[src/common/turbo_pkg.sv]
// Shared types and constants of the turbo encoder.
// Modules pull these in by a wildcard import in their header.
`default_nettype none

package turbo_pkg;

  // Code rate, sampled with the first beat of a frame.
  typedef enum logic [1:0] {
    code_1by2 = 2'd0,
    code_1by3 = 2'd1,
    code_1by4 = 2'd2,
    code_1by6 = 2'd3
  } code_t;

  // Frame buffer FSM states.
  typedef enum logic [1:0] {
    idle  = 2'd0,
    fill  = 2'd1,
    drain = 2'd2
  } ilv_state_t;

  // Constituent code polynomials, written as the CCSDS tables write them.
  // Bit 4 is the coefficient of D^0 and bit 0 is the coefficient of D^4.
  localparam logic [4:0] poly_fb = 5'b10011;
  localparam logic [4:0] poly_p1 = 5'b11011;
  localparam logic [4:0] poly_p2 = 5'b10101;
  localparam logic [4:0] poly_p3 = 5'b11111;

  // Number of transmitted bits per information bit for each rate.
  // This is also the read pace of the frame buffer in clock cycles.
  function automatic logic [2:0] pace_of(code_t code);
    case (code)
      code_1by2 : return 3'd2;
      code_1by3 : return 3'd3;
      code_1by4 : return 3'd4;
      default   : return 3'd6;
    endcase
  endfunction

endpackage

`default_nettype wire

[src/interleaver/turbo_interleaver.sv]
// Frame buffer of the turbo encoder. A serial frame is written in, then read
// back as natural and bit-reversed bit pairs, one pair every N cycles.
`default_nettype none

module turbo_interleaver
  import turbo_pkg::*;
#(
  parameter int unsigned frame_bits = 64
) (
  input  logic  iclk,
  input  logic  ireset,
  input  logic  isop,
  input  logic  ival,
  input  logic  ieop,
  input  logic  idat,
  input  code_t icode,
  output logic  obusy,
  output logic  osop,
  output logic  oval,
  output logic  oeop,
  output logic  onat,
  output logic  oilv,
  output code_t ocode
);

  localparam int unsigned addr_w = $clog2(frame_bits);
  localparam logic [addr_w-1:0] last_addr = addr_w'(frame_bits - 1);

  ilv_state_t        state;
  logic [addr_w-1:0] waddr;
  logic [addr_w-1:0] raddr;
  logic [addr_w-1:0] ilv_addr;
  logic [2:0]        pace;
  logic              wr_en;
  logic              rd_en;
  logic [addr_w-1:0] wr_addr;

  logic              mem [frame_bits];

  // A frame is accepted only from its sop beat, and only while the buffer is
  // not draining. Beats during drain are dropped here.
  assign wr_en   = ival & (((state == idle) & isop) | (state == fill));
  assign wr_addr = (state == idle) ? '0 : waddr;

  // One read every N cycles while draining.
  // The pace counter holds off the read right after the last pair.
  assign rd_en = (state == drain) & (pace == 3'd0);

  // The interleaved address is the natural read address with its bits in
  // reverse order.
  always_comb begin
    for (int i = 0; i < addr_w; i++) begin
      ilv_addr[i] = raddr[addr_w-1-i];
    end
  end

  // Input is refused for the whole drain phase.
  assign obusy = (state == drain);

  always_ff @(posedge iclk or posedge ireset) begin
    if (ireset) begin
      state <= idle;
      waddr <= '0;
      raddr <= '0;
      pace  <= '0;
      ocode <= code_1by2;
      osop  <= 1'b0;
      oval  <= 1'b0;
      oeop  <= 1'b0;
    end else begin
      // Stream flags are single-cycle pulses.
      oval <= rd_en;
      osop <= rd_en & (raddr == '0);
      oeop <= rd_en & (raddr == last_addr);
      case (state)
        idle : begin
          if (ival & isop) begin
            // The rate holds for the whole frame.
            ocode <= icode;
            waddr <= addr_w'(1);
            state <= fill;
          end
        end
        fill : begin
          if (ival) begin
            waddr <= waddr + 1'b1;
            if (ieop) begin
              // The first read goes out on the next cycle.
              raddr <= '0;
              pace  <= '0;
              state <= drain;
            end
          end
        end
        drain : begin
          if (rd_en) begin
            raddr <= raddr + 1'b1;
            pace  <= pace_of(ocode) - 3'd1;
          end else if (pace != 3'd0) begin
            pace <= pace - 3'd1;
          end
          // Release the input one cycle after the last pair leaves.
          if (oeop) begin
            state <= idle;
          end
        end
        default : begin
          state <= idle;
        end
      endcase
    end
  end

  // The bit array itself.
  always_ff @(posedge iclk) begin
    if (wr_en) begin
      mem[wr_addr] <= idat;
    end
  end

  // Both bits of a pair are read in the same cycle.
  always_ff @(posedge iclk) begin
    if (rd_en) begin
      onat <= mem[raddr];
      oilv <= mem[ilv_addr];
    end
  end

endmodule

`default_nettype wire

[src/logic/turbo_conv_enc.sv]
// 16-state recursive systematic constituent encoder.
// Emits the systematic bit and three parities, one cycle after each input bit.
`default_nettype none

module turbo_conv_enc
  import turbo_pkg::*;
(
  input  logic       iclk,
  input  logic       ireset,
  input  logic       isop,
  input  logic       ival,
  input  logic       ieop,
  input  logic       idat,
  output logic       osop,
  output logic       oval,
  output logic       oeop,
  output logic [3:0] osym
);

  // Shift state. sreg[k-1] holds the feedback bit delayed by k cycles.
  logic [3:0] sreg;
  logic [3:0] cur;
  logic       fb;
  logic [3:0] par;

  // XOR of the taps of one polynomial over the register bit a and the state.
  function automatic logic tap_xor(logic [4:0] poly, logic a, logic [3:0] s);
    logic acc;
    acc = poly[4] & a;
    for (int k = 1; k <= 4; k++) begin
      acc = acc ^ (poly[4-k] & s[k-1]);
    end
    return acc;
  endfunction

  always_comb begin
    // A new frame starts from the all-zero state.
    cur = isop ? 4'd0 : sreg;
    // The D^0 tap of the feedback polynomial is the input itself.
    fb  = idat ^ tap_xor(poly_fb, 1'b0, cur);
    par[0] = idat;
    par[1] = tap_xor(poly_p1, fb, cur);
    par[2] = tap_xor(poly_p2, fb, cur);
    par[3] = tap_xor(poly_p3, fb, cur);
  end

  always_ff @(posedge iclk or posedge ireset) begin
    if (ireset) begin
      sreg <= '0;
      osop <= 1'b0;
      oval <= 1'b0;
      oeop <= 1'b0;
    end else begin
      osop <= ival & isop;
      oval <= ival;
      oeop <= ival & ieop;
      if (ival) begin
        sreg <= {cur[2:0], fb};
      end
    end
  end

  // The symbol word holds the systematic bit in bit 0 and the parities in
  // bits 1 to 3.
  always_ff @(posedge iclk) begin
    if (ival) begin
      osym <= par;
    end
  end

endmodule

`default_nettype wire

[src/logic/turbo_punct.sv]
// Puncturer and serializer for rates 1/2, 1/3, 1/4 and 1/6.
// Each symbol pair is loaded once and shifted out over N cycles.
`default_nettype none

module turbo_punct
  import turbo_pkg::*;
(
  input  logic       iclk,
  input  logic       ireset,
  input  code_t      icode,
  input  logic       isop,
  input  logic       ival,
  input  logic       ieop,
  input  logic [3:0] idat [2],
  output logic       osop,
  output logic       oval,
  output logic       oeop,
  output logic       odat
);

  logic       sop;
  logic [5:0] val;
  logic [5:0] eop;
  logic       sel;
  logic [5:0] dat;

  // The valid mask holds N ones and the eop mask marks bit N-1.
  // Both shift right between input beats.
  always_ff @(posedge iclk or posedge ireset) begin
    if (ireset) begin
      sop <= 1'b0;
      val <= '0;
      eop <= '0;
      sel <= 1'b0;
    end else begin
      sop <= isop & ival;
      if (ival) begin
        // At rate 1/2 the parity source toggles every beat.
        // Encoder a is taken on sop, so encoder b comes next.
        sel <= isop ? 1'b1 : ~sel;
        case (icode)
          code_1by2 : begin
            val <= 6'b000011;
            eop <= 6'b000010 & {6{ieop}};
          end
          code_1by3 : begin
            val <= 6'b000111;
            eop <= 6'b000100 & {6{ieop}};
          end
          code_1by4 : begin
            val <= 6'b001111;
            eop <= 6'b001000 & {6{ieop}};
          end
          code_1by6 : begin
            val <= 6'b111111;
            eop <= 6'b100000 & {6{ieop}};
          end
          default : begin
            val <= '0;
            eop <= '0;
          end
        endcase
      end else begin
        val <= val >> 1;
        eop <= eop >> 1;
      end
    end
  end

  // Bit 0 of the data register is the bit on the wire.
  // Unused upper bits are loaded with zero.
  always_ff @(posedge iclk) begin
    if (ival) begin
      case (icode)
        code_1by2 : begin
          dat <= {4'b0, (isop ? idat[0][1] : idat[sel][1]), idat[0][0]};
        end
        code_1by3 : begin
          dat <= {3'b0, idat[1][1], idat[0][1], idat[0][0]};
        end
        code_1by4 : begin
          dat <= {2'b0, idat[1][1], idat[0][3], idat[0][2], idat[0][0]};
        end
        default : begin
          // Rate 1/6 sends every parity of a and parities 1 and 3 of b.
          dat <= {idat[1][3], idat[1][1], idat[0][3], idat[0][2], idat[0][1],
                  idat[0][0]};
        end
      endcase
    end else begin
      dat <= dat >> 1;
    end
  end

  assign osop = sop;
  assign oval = val[0];
  assign oeop = eop[0];
  assign odat = dat[0];

endmodule

`default_nettype wire

[src/logic/turbo_enc_top.sv]
// Top level of the turbo encoder. A serial frame goes in, and the punctured
// coded stream comes out at N times the frame length.
`default_nettype none

module turbo_enc_top
  import turbo_pkg::*;
#(
  parameter int unsigned frame_bits = 64
) (
  input  logic  iclk,
  input  logic  ireset,
  input  code_t icode,
  input  logic  isop,
  input  logic  ival,
  input  logic  ieop,
  input  logic  idat,
  output logic  obusy,
  output logic  osop,
  output logic  oval,
  output logic  oeop,
  output logic  odat
);

  // Read stream of the frame buffer.
  logic       enc_sop;
  logic       enc_val;
  logic       enc_eop;
  logic       bit_nat;
  logic       bit_ilv;
  code_t      enc_code;

  // Symbols from both encoders. Index 0 is encoder a.
  logic [3:0] sym [2];
  logic       sym_sop;
  logic       sym_val;
  logic       sym_eop;
  code_t      sym_code;

  turbo_interleaver #(
    .frame_bits (frame_bits)
  ) u_ilv (
    .iclk   (iclk),
    .ireset (ireset),
    .isop   (isop),
    .ival   (ival),
    .ieop   (ieop),
    .idat   (idat),
    .icode  (icode),
    .obusy  (obusy),
    .osop   (enc_sop),
    .oval   (enc_val),
    .oeop   (enc_eop),
    .onat   (bit_nat),
    .oilv   (bit_ilv),
    .ocode  (enc_code)
  );

  turbo_conv_enc enc_a (
    .iclk   (iclk),
    .ireset (ireset),
    .isop   (enc_sop),
    .ival   (enc_val),
    .ieop   (enc_eop),
    .idat   (bit_nat),
    .osop   (sym_sop),
    .oval   (sym_val),
    .oeop   (sym_eop),
    .osym   (sym[0])
  );

  // Encoder b runs in lockstep with a, so its own flags are left open.
  turbo_conv_enc enc_b (
    .iclk   (iclk),
    .ireset (ireset),
    .isop   (enc_sop),
    .ival   (enc_val),
    .ieop   (enc_eop),
    .idat   (bit_ilv),
    .osop   (),
    .oval   (),
    .oeop   (),
    .osym   (sym[1])
  );

  // The rate follows the symbols through the encoder stage.
  always_ff @(posedge iclk or posedge ireset) begin
    if (ireset) begin
      sym_code <= code_1by2;
    end else begin
      sym_code <= enc_code;
    end
  end

  turbo_punct u_punct (
    .iclk   (iclk),
    .ireset (ireset),
    .icode  (sym_code),
    .isop   (sym_sop),
    .ival   (sym_val),
    .ieop   (sym_eop),
    .idat   (sym),
    .osop   (osop),
    .oval   (oval),
    .oeop   (oeop),
    .odat   (odat)
  );

endmodule

`default_nettype wire

[config.mk]
export PLATFORM = sky130hd
export DESIGN_NAME = turbo_enc_top
export DESIGN_NICKNAME = d
export VERILOG_FILES = /design/src/common/turbo_pkg.sv /design/src/interleaver/turbo_interleaver.sv /design/src/logic/turbo_conv_enc.sv /design/src/logic/turbo_punct.sv /design/src/logic/turbo_enc_top.sv
export SDC_FILE = /design/constraint.sdc
export NUM_CORES = 1
export LEC_CHECK = 0
export BUFFER_PORTS_ARGS = -buffer_cell sky130_fd_sc_hd__buf_2
export CORE_ASPECT_RATIO = 0.5
export CORE_MARGIN = 3
export CORE_UTILIZATION = 35
export DETAILED_ROUTE_END_ITERATION = 10
export GPL_TIMING_DRIVEN = 0
export HOLD_SLACK_MARGIN = 0.08
export PLACE_DENSITY_LB_ADDON = 0.2
export RECOVER_POWER = 25
export SYNTH_ARGS = -nofsm -noshare
export SYNTH_HDL_FRONTEND = slang
export SYNTH_SLANG_ARGS = --single-unit
[constraint.sdc]
create_clock -name iclk -period 3.31 [get_ports iclk]
set_input_delay 0.662 -clock iclk [delete_from_list [all_inputs] [get_ports iclk]]
set_output_delay 0.662 -clock iclk [all_outputs]
set_load 0.1 [all_outputs]
==> impl_metrics.toml, run 1 <==
[outcome]
status = "finished, violations left"
violations = "max-capacitance violations, max-slew violations"

[layout]
area_delta_synth_final_pct = 15.9
antennaDiodeCount = 0
nNetsFinal = 532
fin_util = 0.423
drive_gt1_frac = 0.159

[place]
place.gp.congestion = 0.750
port_buffers = 12
place_ws_ps = 719
hpwl_um = 8770

[floorplan]
die_h_um = 99.5
start_util = 0.365
chipWidth_um = 193
fp-row-count = 33
core-area_mm2 = 0.0168
ios = 13
die_area_mm2 = 0.0192

[cts]
cts_root_buffer = "clkbuf_16"
clock_latency_ps = 410
cts.sink_count = 127
cts_setup_buffers = 0
ctsResizeCount = 0
cts_tree = "yes"
clk_path_buf_depth = 2
cts_made_buffers = 17
clk_pin_slew_ps = 60
postCtsHoldBufs = 0
htreeDepth = 4

[detailed_routing]
viasPerCell = 5.22
detail_route.wl_per_cell_um = 17.9
via_count = 3942
routed_wl_um = 13500
drtAntennaViolNets = 0
drt-initial-drc-count = 351
dr.pass1.iters = 4
drc = 0

[timing]
fin_skew_ps = 10.5
rsz0062_at_grt = "no"
slew_headroom = -0.221
slew_viol_final = 40
min_period_ps = 2620
fin_ws_ps = 686
finalCritPeriodShare = 0.793
setup_viol = 0
worst_pin_slew_ps = 1830
hold_violations = 0
fin_tns_setup_ps = 0
max_freq_mhz = 381

[pwr]
power_uw = 5580
peakVddDrop_v = 0.000430
p_sw_uw = 1780
p_sw_frac = 0.319
power_frac_comb = 0.268
cellPowerDensity_mw_per_mm2 = 787
p_int_uw = 3800
seqPwrFrac = 0.380
clockPowerShare = 0.352
leakage_uw = 0.00253

[worst_setup_path]
cp.arrival_ps = 2730
cp-start-kind = "flop"
required_ps = 3420
critPathKind = "reg2reg"
endpoint_kind = "flop"
crit_path_max_fanout = 8

[global_route]
grt_max_degree = 65
antenna_found_initial = 0
grtUsageTotal = 0.150
grt_pass1_vias = 3864
grt_pass1_wl_um = 21600
overflow = 0

[synthesis]
avgSynthCellArea_um2 = 12.7
synth_area_mm2 = 0.00612
muxShareOfSynthArea = 0.146
syn_inst = 483
synth_ff_type = "edfxtp_1"
syn_nets = 500
synthAdderAreaFrac = 0.0184
synth_edf_count = 72
synth_cell_types = 51
synthXorXnorAreaFrac = 0.0157
synthSimpleGateAreaFrac = 0.141
ys_ff_latch = 127
synth-compound-area-share = 0.0769
synth_top_family_by_area = "multiplexers"
seq_area_frac_synth = 0.573
synth-async-reset-ratio = 0.386
yosys_warnings = 0

[worst_hold_path]
hp-class = "in2async"

[job]
drv_cap = 1
-- cells by family after synthesis --
group	after synthesis
AND/OR/NAND/NOR	182
flip-flops	127
XOR/XNOR	11
multiplexers	44
buffers and inverters	38
adder cells (fa/ha/maj)	9
AO/OA/AOI/OAI	72
-- worst paths after layout --
check	from	end	slack, ps	cells after the start
min reg2reg	u_punct.dat[4]$_DFF_P_	u_punct.dat[3]$_DFF_P_	430	1
max reg2reg	u_ilv.state[1]$_DFFE_PP0P_	u_ilv.mem[43]$_DFFE_PP_	690	8
max in group asynchronous	ireset	enc_b.sreg[1]$_DFFE_PP0P_	790	3
min in group iclk	u_punct.dat[4]$_DFF_P_	u_punct.dat[3]$_DFF_P_	430	1
max	u_ilv.state[1]$_DFFE_PP0P_	u_ilv.mem[43]$_DFFE_PP_	690	8
min	ireset	u_ilv.waddr[4]$_DFFE_PP0P_	240	2
-- layer usage --
layer | GRT usage | up-vias | routed length, µm
met5 | 0 | - | 0
met3 | 0.0380 | 16 | 618
met4 | 0.0450 | 0 | 182
met2 | 0.231 | 96 | 6190
met1 | 0.212 | 1985 | 6530
li1 | - | 1845 | -
-- layout by cell type, fill, tap and decap left out, types with 4 or more instances in the layout --
master / count
o21ai_0: 20
ha_1: 9
mux2_2: 8
mux2i_1: 4
clkinvlp_4: 4
nor2b_1: 16
and2_1: 8
inv_1: 12
nand3b_1: 5
nor2_1: 83
nand2b_1: 5
xnor2_1: 6
clkbuf_16: 17
dfxtp_1: 6
nand3_1: 10
edfxtp_1: 72
xor2_1: 5
a22o_1: 4
mux4_2: 21
mux4_1: 11
dfrtp_1: 49
buf_2: 17
a22oi_1: 12
a21oi_1: 13
nand2_1: 35
bufinv_16: 4
clkbuf_1: 17
-- power groups by stage --
stage | logic, µW | clock network [µW] | registers (µW)
6_report | 1500 | 1960 | 2120
5_1_grt | 1680 | 2080 | 2150
4_1_cts | 1510 | 1990 | 2130
3_5_place_dp | 1500 | 0 | 2160
3_3_place_gp | 1480 | 0 | 2140
2_1_floorplan | 1110 | 0 | 2180
-- through the flow --
stage | instances | instance area, µm² | hold WS, ps
CTS | 755 | 7100 | 189
global route | 755 | 7090 | 287
floorplan | 483 | 6120 | 382
finish | 755 | 7090 | 245
detailed placement | 723 | 6480 | 408
global placement | 722 | 6460 | 409
-- area by class of cell --
type / instances / area, µm²
clock inverters: 15 / 194
clock buffers: 17 / 425
well taps: 227 / 284
plain buffers: 26 / 131
repair buffers: 13 / 70.1
flip-flops and latches: 127 / 3510
fillers: 1558 / 9670
multi-input cells: 318 / 2430
inverters: 12 / 45.0
-- synthesized netlist by cell type (3+ instances only) --
| cell type | n | area share |
|---|---|---|
| nand3_1 | 10 | 0.0082 |
| o21ai_0 | 20 | 0.016 |
| xnor2_1 | 6 | 0.0086 |
| or3_1 | 3 | 0.0031 |
| edfxtp_1 | 72 | 0.35 |
| inv_1 | 12 | 0.0074 |
| buf_2 | 5 | 0.0041 |
| nor2_1 | 83 | 0.051 |
| nand2b_1 | 5 | 0.0051 |
| o31ai_1 | 3 | 0.0037 |
| mux2i_1 | 4 | 0.0065 |
| dfxtp_1 | 6 | 0.020 |
| mux4_1 | 11 | 0.047 |
| a22oi_1 | 12 | 0.015 |
| nor2b_1 | 16 | 0.016 |
| mux4_2 | 21 | 0.077 |
| nand3b_1 | 5 | 0.0061 |
| a21oi_1 | 13 | 0.011 |
| and2_1 | 8 | 0.0082 |
| a21o_1 | 3 | 0.0037 |
| a22o_1 | 4 | 0.0057 |
| nand4_1 | 3 | 0.0031 |
| ha_1 | 9 | 0.018 |
| o22ai_1 | 3 | 0.0031 |
| nor3_1 | 3 | 0.0025 |
| clkbuf_1 | 17 | 0.010 |
| mux2_2 | 8 | 0.015 |
| xor2_1 | 5 | 0.0072 |
| nand4b_1 | 3 | 0.0043 |
| dfrtp_1 | 49 | 0.20 |
| nand2_1 | 35 | 0.021 |
-- critical path, cell delays in order, from the launching register on --
cell and delay [ps]:
dfrtp_1 380, inv_1 140, ha_1 330, a21o_1 130
and2_0 260, and3b_1 200, clkbuf_1 160, nand3b_1 450
nor2_1 270
-- sequential cells by signal, indices dropped and copies added (netlist names), 2 cells and up --
name,flops
u_ilv.mem,64
u_ilv.raddr,6
u_ilv.waddr,6
u_punct.dat,6
u_punct.eop,6
u_punct.val,6
enc_a.osym,4
enc_a.sreg,4
enc_b.sreg,4
u_ilv.pace,3
enc_b.osym,2
sym_code,2
u_ilv.ocode,2
u_ilv.state,2
No activity file was read; power rests on OpenSTA's default activity.
==> inputs of run 2 (changes only) <==
ABC_AREA = 1   (was default)
clock period = 2.7 ns   (was 3.31 ns; I/O delays follow)
==> run 2 against run 1 <==
First-iteration DRC count up 38%. The flow still finishes with violations (max-capacitance violations, max-slew violations). Global-route usage up 2.5 points. Non-clock buffer count up 1. Critical path type unchanged. Combinational power up 67%. Synthesized cell count up 66%. Flip-flop and latch count unchanged. Final cell count up 43%.
==> impl_metrics.toml, run 2 <==
[synthesis]
synth.most_common_cell = "nand2_1"
synth_area_mm2 = 0.00650
synth_cell_types = 31
synth-async-reset-ratio = 0.386
synth_edf_count = 72
netlist.area_leader.share = 0.333
ys_top_cells_by_count = "nand2_1, nor2_1, inv_1"
yosysTopAreaCell = "edfxtp_1"
syn_nets = 820
seq_area_frac_synth = 0.540
ys_ff_latch = 127
yosys_warnings = 0
synth_ff_type = "edfxtp_1"
syn_inst = 803
avgSynthCellArea_um2 = 8.09
synthTopCellsByArea = "edfxtp_1, dfrtp_1, nand2_1"

[cts]
clock_latency_ps = 420
clk_pin_slew_ps = 60
htreeDepth = 4
cts_setup_buffers = 0
postCtsHoldBufs = 0
cts_made_buffers = 17
cts_tree = "yes"
cts_root_buffer = "clkbuf_16"
clk_path_buf_depth = 2
ctsResizeCount = 0
cts.sink_count = 127

[worst_setup_path]
critPathKind = "reg2reg"
crit_chain = "inv_1 -> ha_1 -> inv_2 -> a21oi_4 -> nand4_1 -> nor2_1"
cp-start-kind = "flop"
worst_path_max_delay_cell = "nand4_1"
endpoint_kind = "flop"
crit_path_max_fanout = 9
cp.arrival_ps = 2460
required_ps = 2810
critPathMaxStageDelay_ps = 550

[detailed_routing]
drtAntennaViolNets = 0
via_count = 5387
routed_wl_um = 16800
dr.pass1.iters = 5
viasPerCell = 4.98
drt-initial-drc-count = 483
detail_route.wl_per_cell_um = 15.5
drc = 0

[layout]
largest_reg_flops = 64
final_cell_mix = "nand2_1, nor2_1, inv_1, edfxtp_1, nand3_1"
regMostFlops = "u_ilv.mem"
area_delta_synth_final_pct = 14.1
seq_area_mm2 = 0.00351
final_common_cell = "nand2_1"
antennaDiodeCount = 0
fin_util = 0.417
fillCellCount = 1793
drive_gt1_frac = 0.0896
nNetsFinal = 852
multi_input_area_mm2 = 0.00246

[pwr]
cellPowerDensity_mw_per_mm2 = 984
peakVddDrop_v = 0.000447
leakage_uw = 0.00332

[global_route]
antenna_found_initial = 0
grtUsageTotal = 0.175
overflow = 0
grt_pass1_vias = 5270
grt_max_degree = 65
grt_pass1_wl_um = 27300

[place]
port_buffers = 12
hpwl_um = 11300
place.gp.congestion = 0.851

[floorplan]
start_util = 0.366
core-area_mm2 = 0.0178
ios = 13
fp-row-count = 34
die_h_um = 102
chipWidth_um = 199
die_area_mm2 = 0.0203

[timing]
worst_pin_slew_ps = 1530
holdWs_ps = 178
fin_tns_setup_ps = 0
slew_headroom = -0.0226
finalCritPeriodShare = 0.870
rsz0062_at_grt = "no"
fin_skew_ps = 9.42
slew_viol_final = 35
min_period_ps = 2350
hold_violations = 0
setup_viol = 0
max_freq_mhz = 426

[outcome]
violations = "max-capacitance violations, max-slew violations"
status = "finished, violations left"

[job]
drv_cap = 1

[worst_hold_path]
hp-class = "in2async"
-- run 2: final cells by class --
type                            instances  share of cell area
Sequential cell                       127               0.473
Multi-Input combinational cell        543               0.332
Clock buffer                           18              0.0607
Inverter                              106              0.0536
Tap cell                              234              0.0395
Buffer                                 27              0.0180
Clock inverter                         14              0.0140
Timing Repair Buffer                   13             0.00978
-- run 2: per-layer routing --
metal,vias to the layer above,track usage,part of all wire
met2,199,0.299,0.47
met1,2536,0.224,0.43
met4,0,0.0469,0.011
met5,-,0,0
met3,18,0.0474,0.085
li1,2634,-,-
-- run 2: logic make-up after synthesis --
| group | share of synthesized area |
|---|---|
| and+or+nand+nor | 0.281 |
| buffers and inverters | 0.0818 |
| DFF | 0.540 |
| AOI/OAI and AO/OA | 0.0664 |
| xor gates and xnor gates | 0.0135 |
| adders and majority gates | 0.0173 |
-- run 2: final timing paths --
kind	from	cells after the start	slack (ps)	endpoint
hold reg to reg	u_ilv.ocode[0]$_DFFE_PP0P_	0	380	sym_code[0]$_DFF_PP0_
min in group iclk	icode[0]	3	370	u_ilv.ocode[0]$_DFFE_PP0P_
setup / recovery	u_ilv.state[1]$_DFFE_PP0P_	6	350	u_ilv.mem[53]$_DFFE_PP_
hold / removal	ireset	2	180	u_punct.eop[0]$_DFF_PP0_
max in group asynchronous	ireset	3	570	u_ilv.waddr[5]$_DFFE_PP0P_
setup reg to reg	u_ilv.state[1]$_DFFE_PP0P_	6	350	u_ilv.mem[53]$_DFFE_PP_
-- run 2: through the flow --
stage | setup WS (ps) | instances | power (µW) | area, µm²
after global routing | 63.9 | 1082 | 7800 | 7420
after floorplan | 74.8 | 803 | 4460 | 6500
after global placement | 294 | 1049 | 5100 | 6850
after detailed placement | 328 | 1050 | 5160 | 6870
after CTS | 339 | 1082 | 7350 | 7430
final | 350 | 1082 | 7300 | 7420
-- run 2: worst max-delay path: cells and delay by family, from the launching register on --
| kind | cells | cell delay [ps] |
|---|---|---|
| flops | 1 | 380 |
| simple gates | 2 | 850 |
| buf+inv | 2 | 240 |
| fa+ha+maj | 1 | 320 |
| compound gates | 1 | 260 |
-- run 2: where the power goes --
group	internal (µW)	total (µW)	switching [µW]	leakage [µW]
Clock	1240	2160	919	0.000278
Combinational	742	2500	1760	0.00170
Sequential	2430	2640	213	0.00134
==> inputs of run 3 (changes only) <==
CTS_BUF_LIST = sky130_fd_sc_hd__clkbuf_4 sky130_fd_sc_hd__clkbuf_8   (was default)
==> run 3 against run 2 <==
The run now ends clean. Clock skew up 3.6 ps. Fmax up 0.20%. Setup slack better by 4.6 ps. Wire length down 0.42%. Non-clock buffer count up 1. Flip-flop and latch count unchanged. Critical path depth unchanged. Power down 8.2%. Final cell count about the same. Clock power down 27%. Global-route usage down 0.063 points. Core utilization down 1.0 points. Critical path type unchanged.
==> impl_metrics.toml, run 3 (synthesized netlist as in run 2, its figures left out) <==
[worst_hold_path]
min_path_cells = 3
hp-class = "in2reg"

[layout]
drive_gt1_frac = 0.0907
fillCellCount = 1814
multi_input_area_mm2 = 0.00246
antennaDiodeCount = 0
regMostFlops = "u_ilv.mem"
seq_area_mm2 = 0.00351
nNetsFinal = 853
largest_reg_flops = 64
final_common_cell = "nand2_1"
final_cell_mix = "nand2_1, nor2_1, inv_1, edfxtp_1, nand3_1"
area_delta_synth_final_pct = 11.3

[outcome]
status = "completed"

[detailed_routing]
drtAntennaViolNets = 0
drt-initial-drc-count = 565
drc = 0
dr.pass1.iters = 7
detail_route.wl_per_cell_um = 15.4
via_count = 5307
routed_wl_um = 16700
viasPerCell = 4.90

[worst_setup_path]
ff2ff_path_depth = 6
critPathKind = "reg2reg"
crit_buf_inv = 2
worst_path_max_delay_cell = "nand4_1"
endpoint_kind = "flop"
critPathMaxStageDelay_ps = 540
crit_path_max_fanout = 9
cpLargestDelayFamily = "simple AND/OR/NAND/NOR gates"
crit_chain = "inv_1 -> ha_1 -> inv_2 -> a21oi_4 -> nand4_1 -> nor2_1"
required_ps = 2830
r2r_setup_slack_ps = 360
cp.arrival_ps = 2480
path_depth = 6
cp-start-kind = "flop"

[global_route]
antenna_found_initial = 0
grt_pass1_vias = 5271
grtUsageTotal = 0.175
overflow = 0
grt_pass1_wl_um = 27200
grt_max_degree = 65

[timing]
fin_skew_ps = 13.1
hold_violations = 0
rsz0062_at_grt = "no"
max_freq_mhz = 426
setup_viol = 0
worst_pin_slew_ps = 1150
slew_viol_final = 0
slew_headroom = 0.232
fin_tns_setup_ps = 0
min_period_ps = 2340
holdWs_ps = 352
finalCritPeriodShare = 0.868

[cts]
cts_root_buffer = "clkbuf_8"
postCtsHoldBufs = 1
cts_tree = "yes"
htreeDepth = 4
clk_pin_slew_ps = 80
cts_setup_buffers = 0
cts_made_buffers = 17
cts.sink_count = 127
ctsResizeCount = 0
clk_path_buf_depth = 2
clock_latency_ps = 430

[floorplan]
die_area_mm2 = 0.0203
start_util = 0.366
die_h_um = 102
core-area_mm2 = 0.0178
ios = 13
fp-row-count = 34
chipWidth_um = 199

[pwr]
leakage_uw = 0.00323
peakVddDrop_v = 0.000304
cellPowerDensity_mw_per_mm2 = 926

[place]
port_buffers = 12
hpwl_um = 11300
place.gp.congestion = 0.851

[job]
drv_cap = 0
[run 3: path summary, 6_finish.rpt]
| path | to | startpoint |
|---|---|---|
| setup reg to reg | u_ilv.mem[53]$_DFFE_PP_ | u_ilv.state[1]$_DFFE_PP0P_ |
| hold / removal | u_ilv.ocode[0]$_DFFE_PP0P_ | icode[0] |
| max in group asynchronous | u_ilv.waddr[5]$_DFFE_PP0P_ | ireset |
| setup / recovery | u_ilv.mem[53]$_DFFE_PP_ | u_ilv.state[1]$_DFFE_PP0P_ |
| min in group asynchronous | u_punct.eop[0]$_DFF_PP0_ | ireset |
| hold reg to reg | sym_code[0]$_DFF_PP0_ | u_ilv.ocode[0]$_DFFE_PP0P_ |
[run 3: tightest hold or removal path, cell delays in order]
cell	delay [ps]
buf_2	80
nor2_1	30
a21oi_1	90
[run 3: cell type report]
class,instances,share of cell area
Timing Repair Buffer,14,0.0104
Buffer,27,0.0185
Sequential cell,127,0.485
Inverter,106,0.0550
Clock inverter,15,0.0185
Multi-Input combinational cell,543,0.340
Tap cell,234,0.0405
Clock buffer,17,0.0323
[run 3: stage by stage]
step                      utilization  instances  cell area (µm²)  total power [µW]  setup slack (ps)
after floorplan                     -        803             6500              4460              74.8
after global placement          0.385       1049             6850              5100               294
after detailed placement        0.387       1050             6870              5160               328
after CTS                       0.408       1083             7250              6760               309
after global routing            0.407       1083             7240              7220               114
final                           0.407       1083             7240              6700               355
[run 3: per-layer routing]
metal	global-route usage	vias to the layer above	routed length, µm
met3	0.0438	12	1180
met5	0	-	0
met1	0.226	2519	7510
li1	-	2630	-
met4	0.0507	0	148
met2	0.295	146	7850
[run 3: power breakdown]
group / leakage [µW] / internal (µW) / total (µW) / switching [µW]
clock: 0.000193 / 740 / 1570 / 828
combinational: 0.00169 / 742 / 2500 / 1760
sequential: 0.00134 / 2420 / 2640 / 213
total: 0.00323 / 3910 / 6700 / 2800
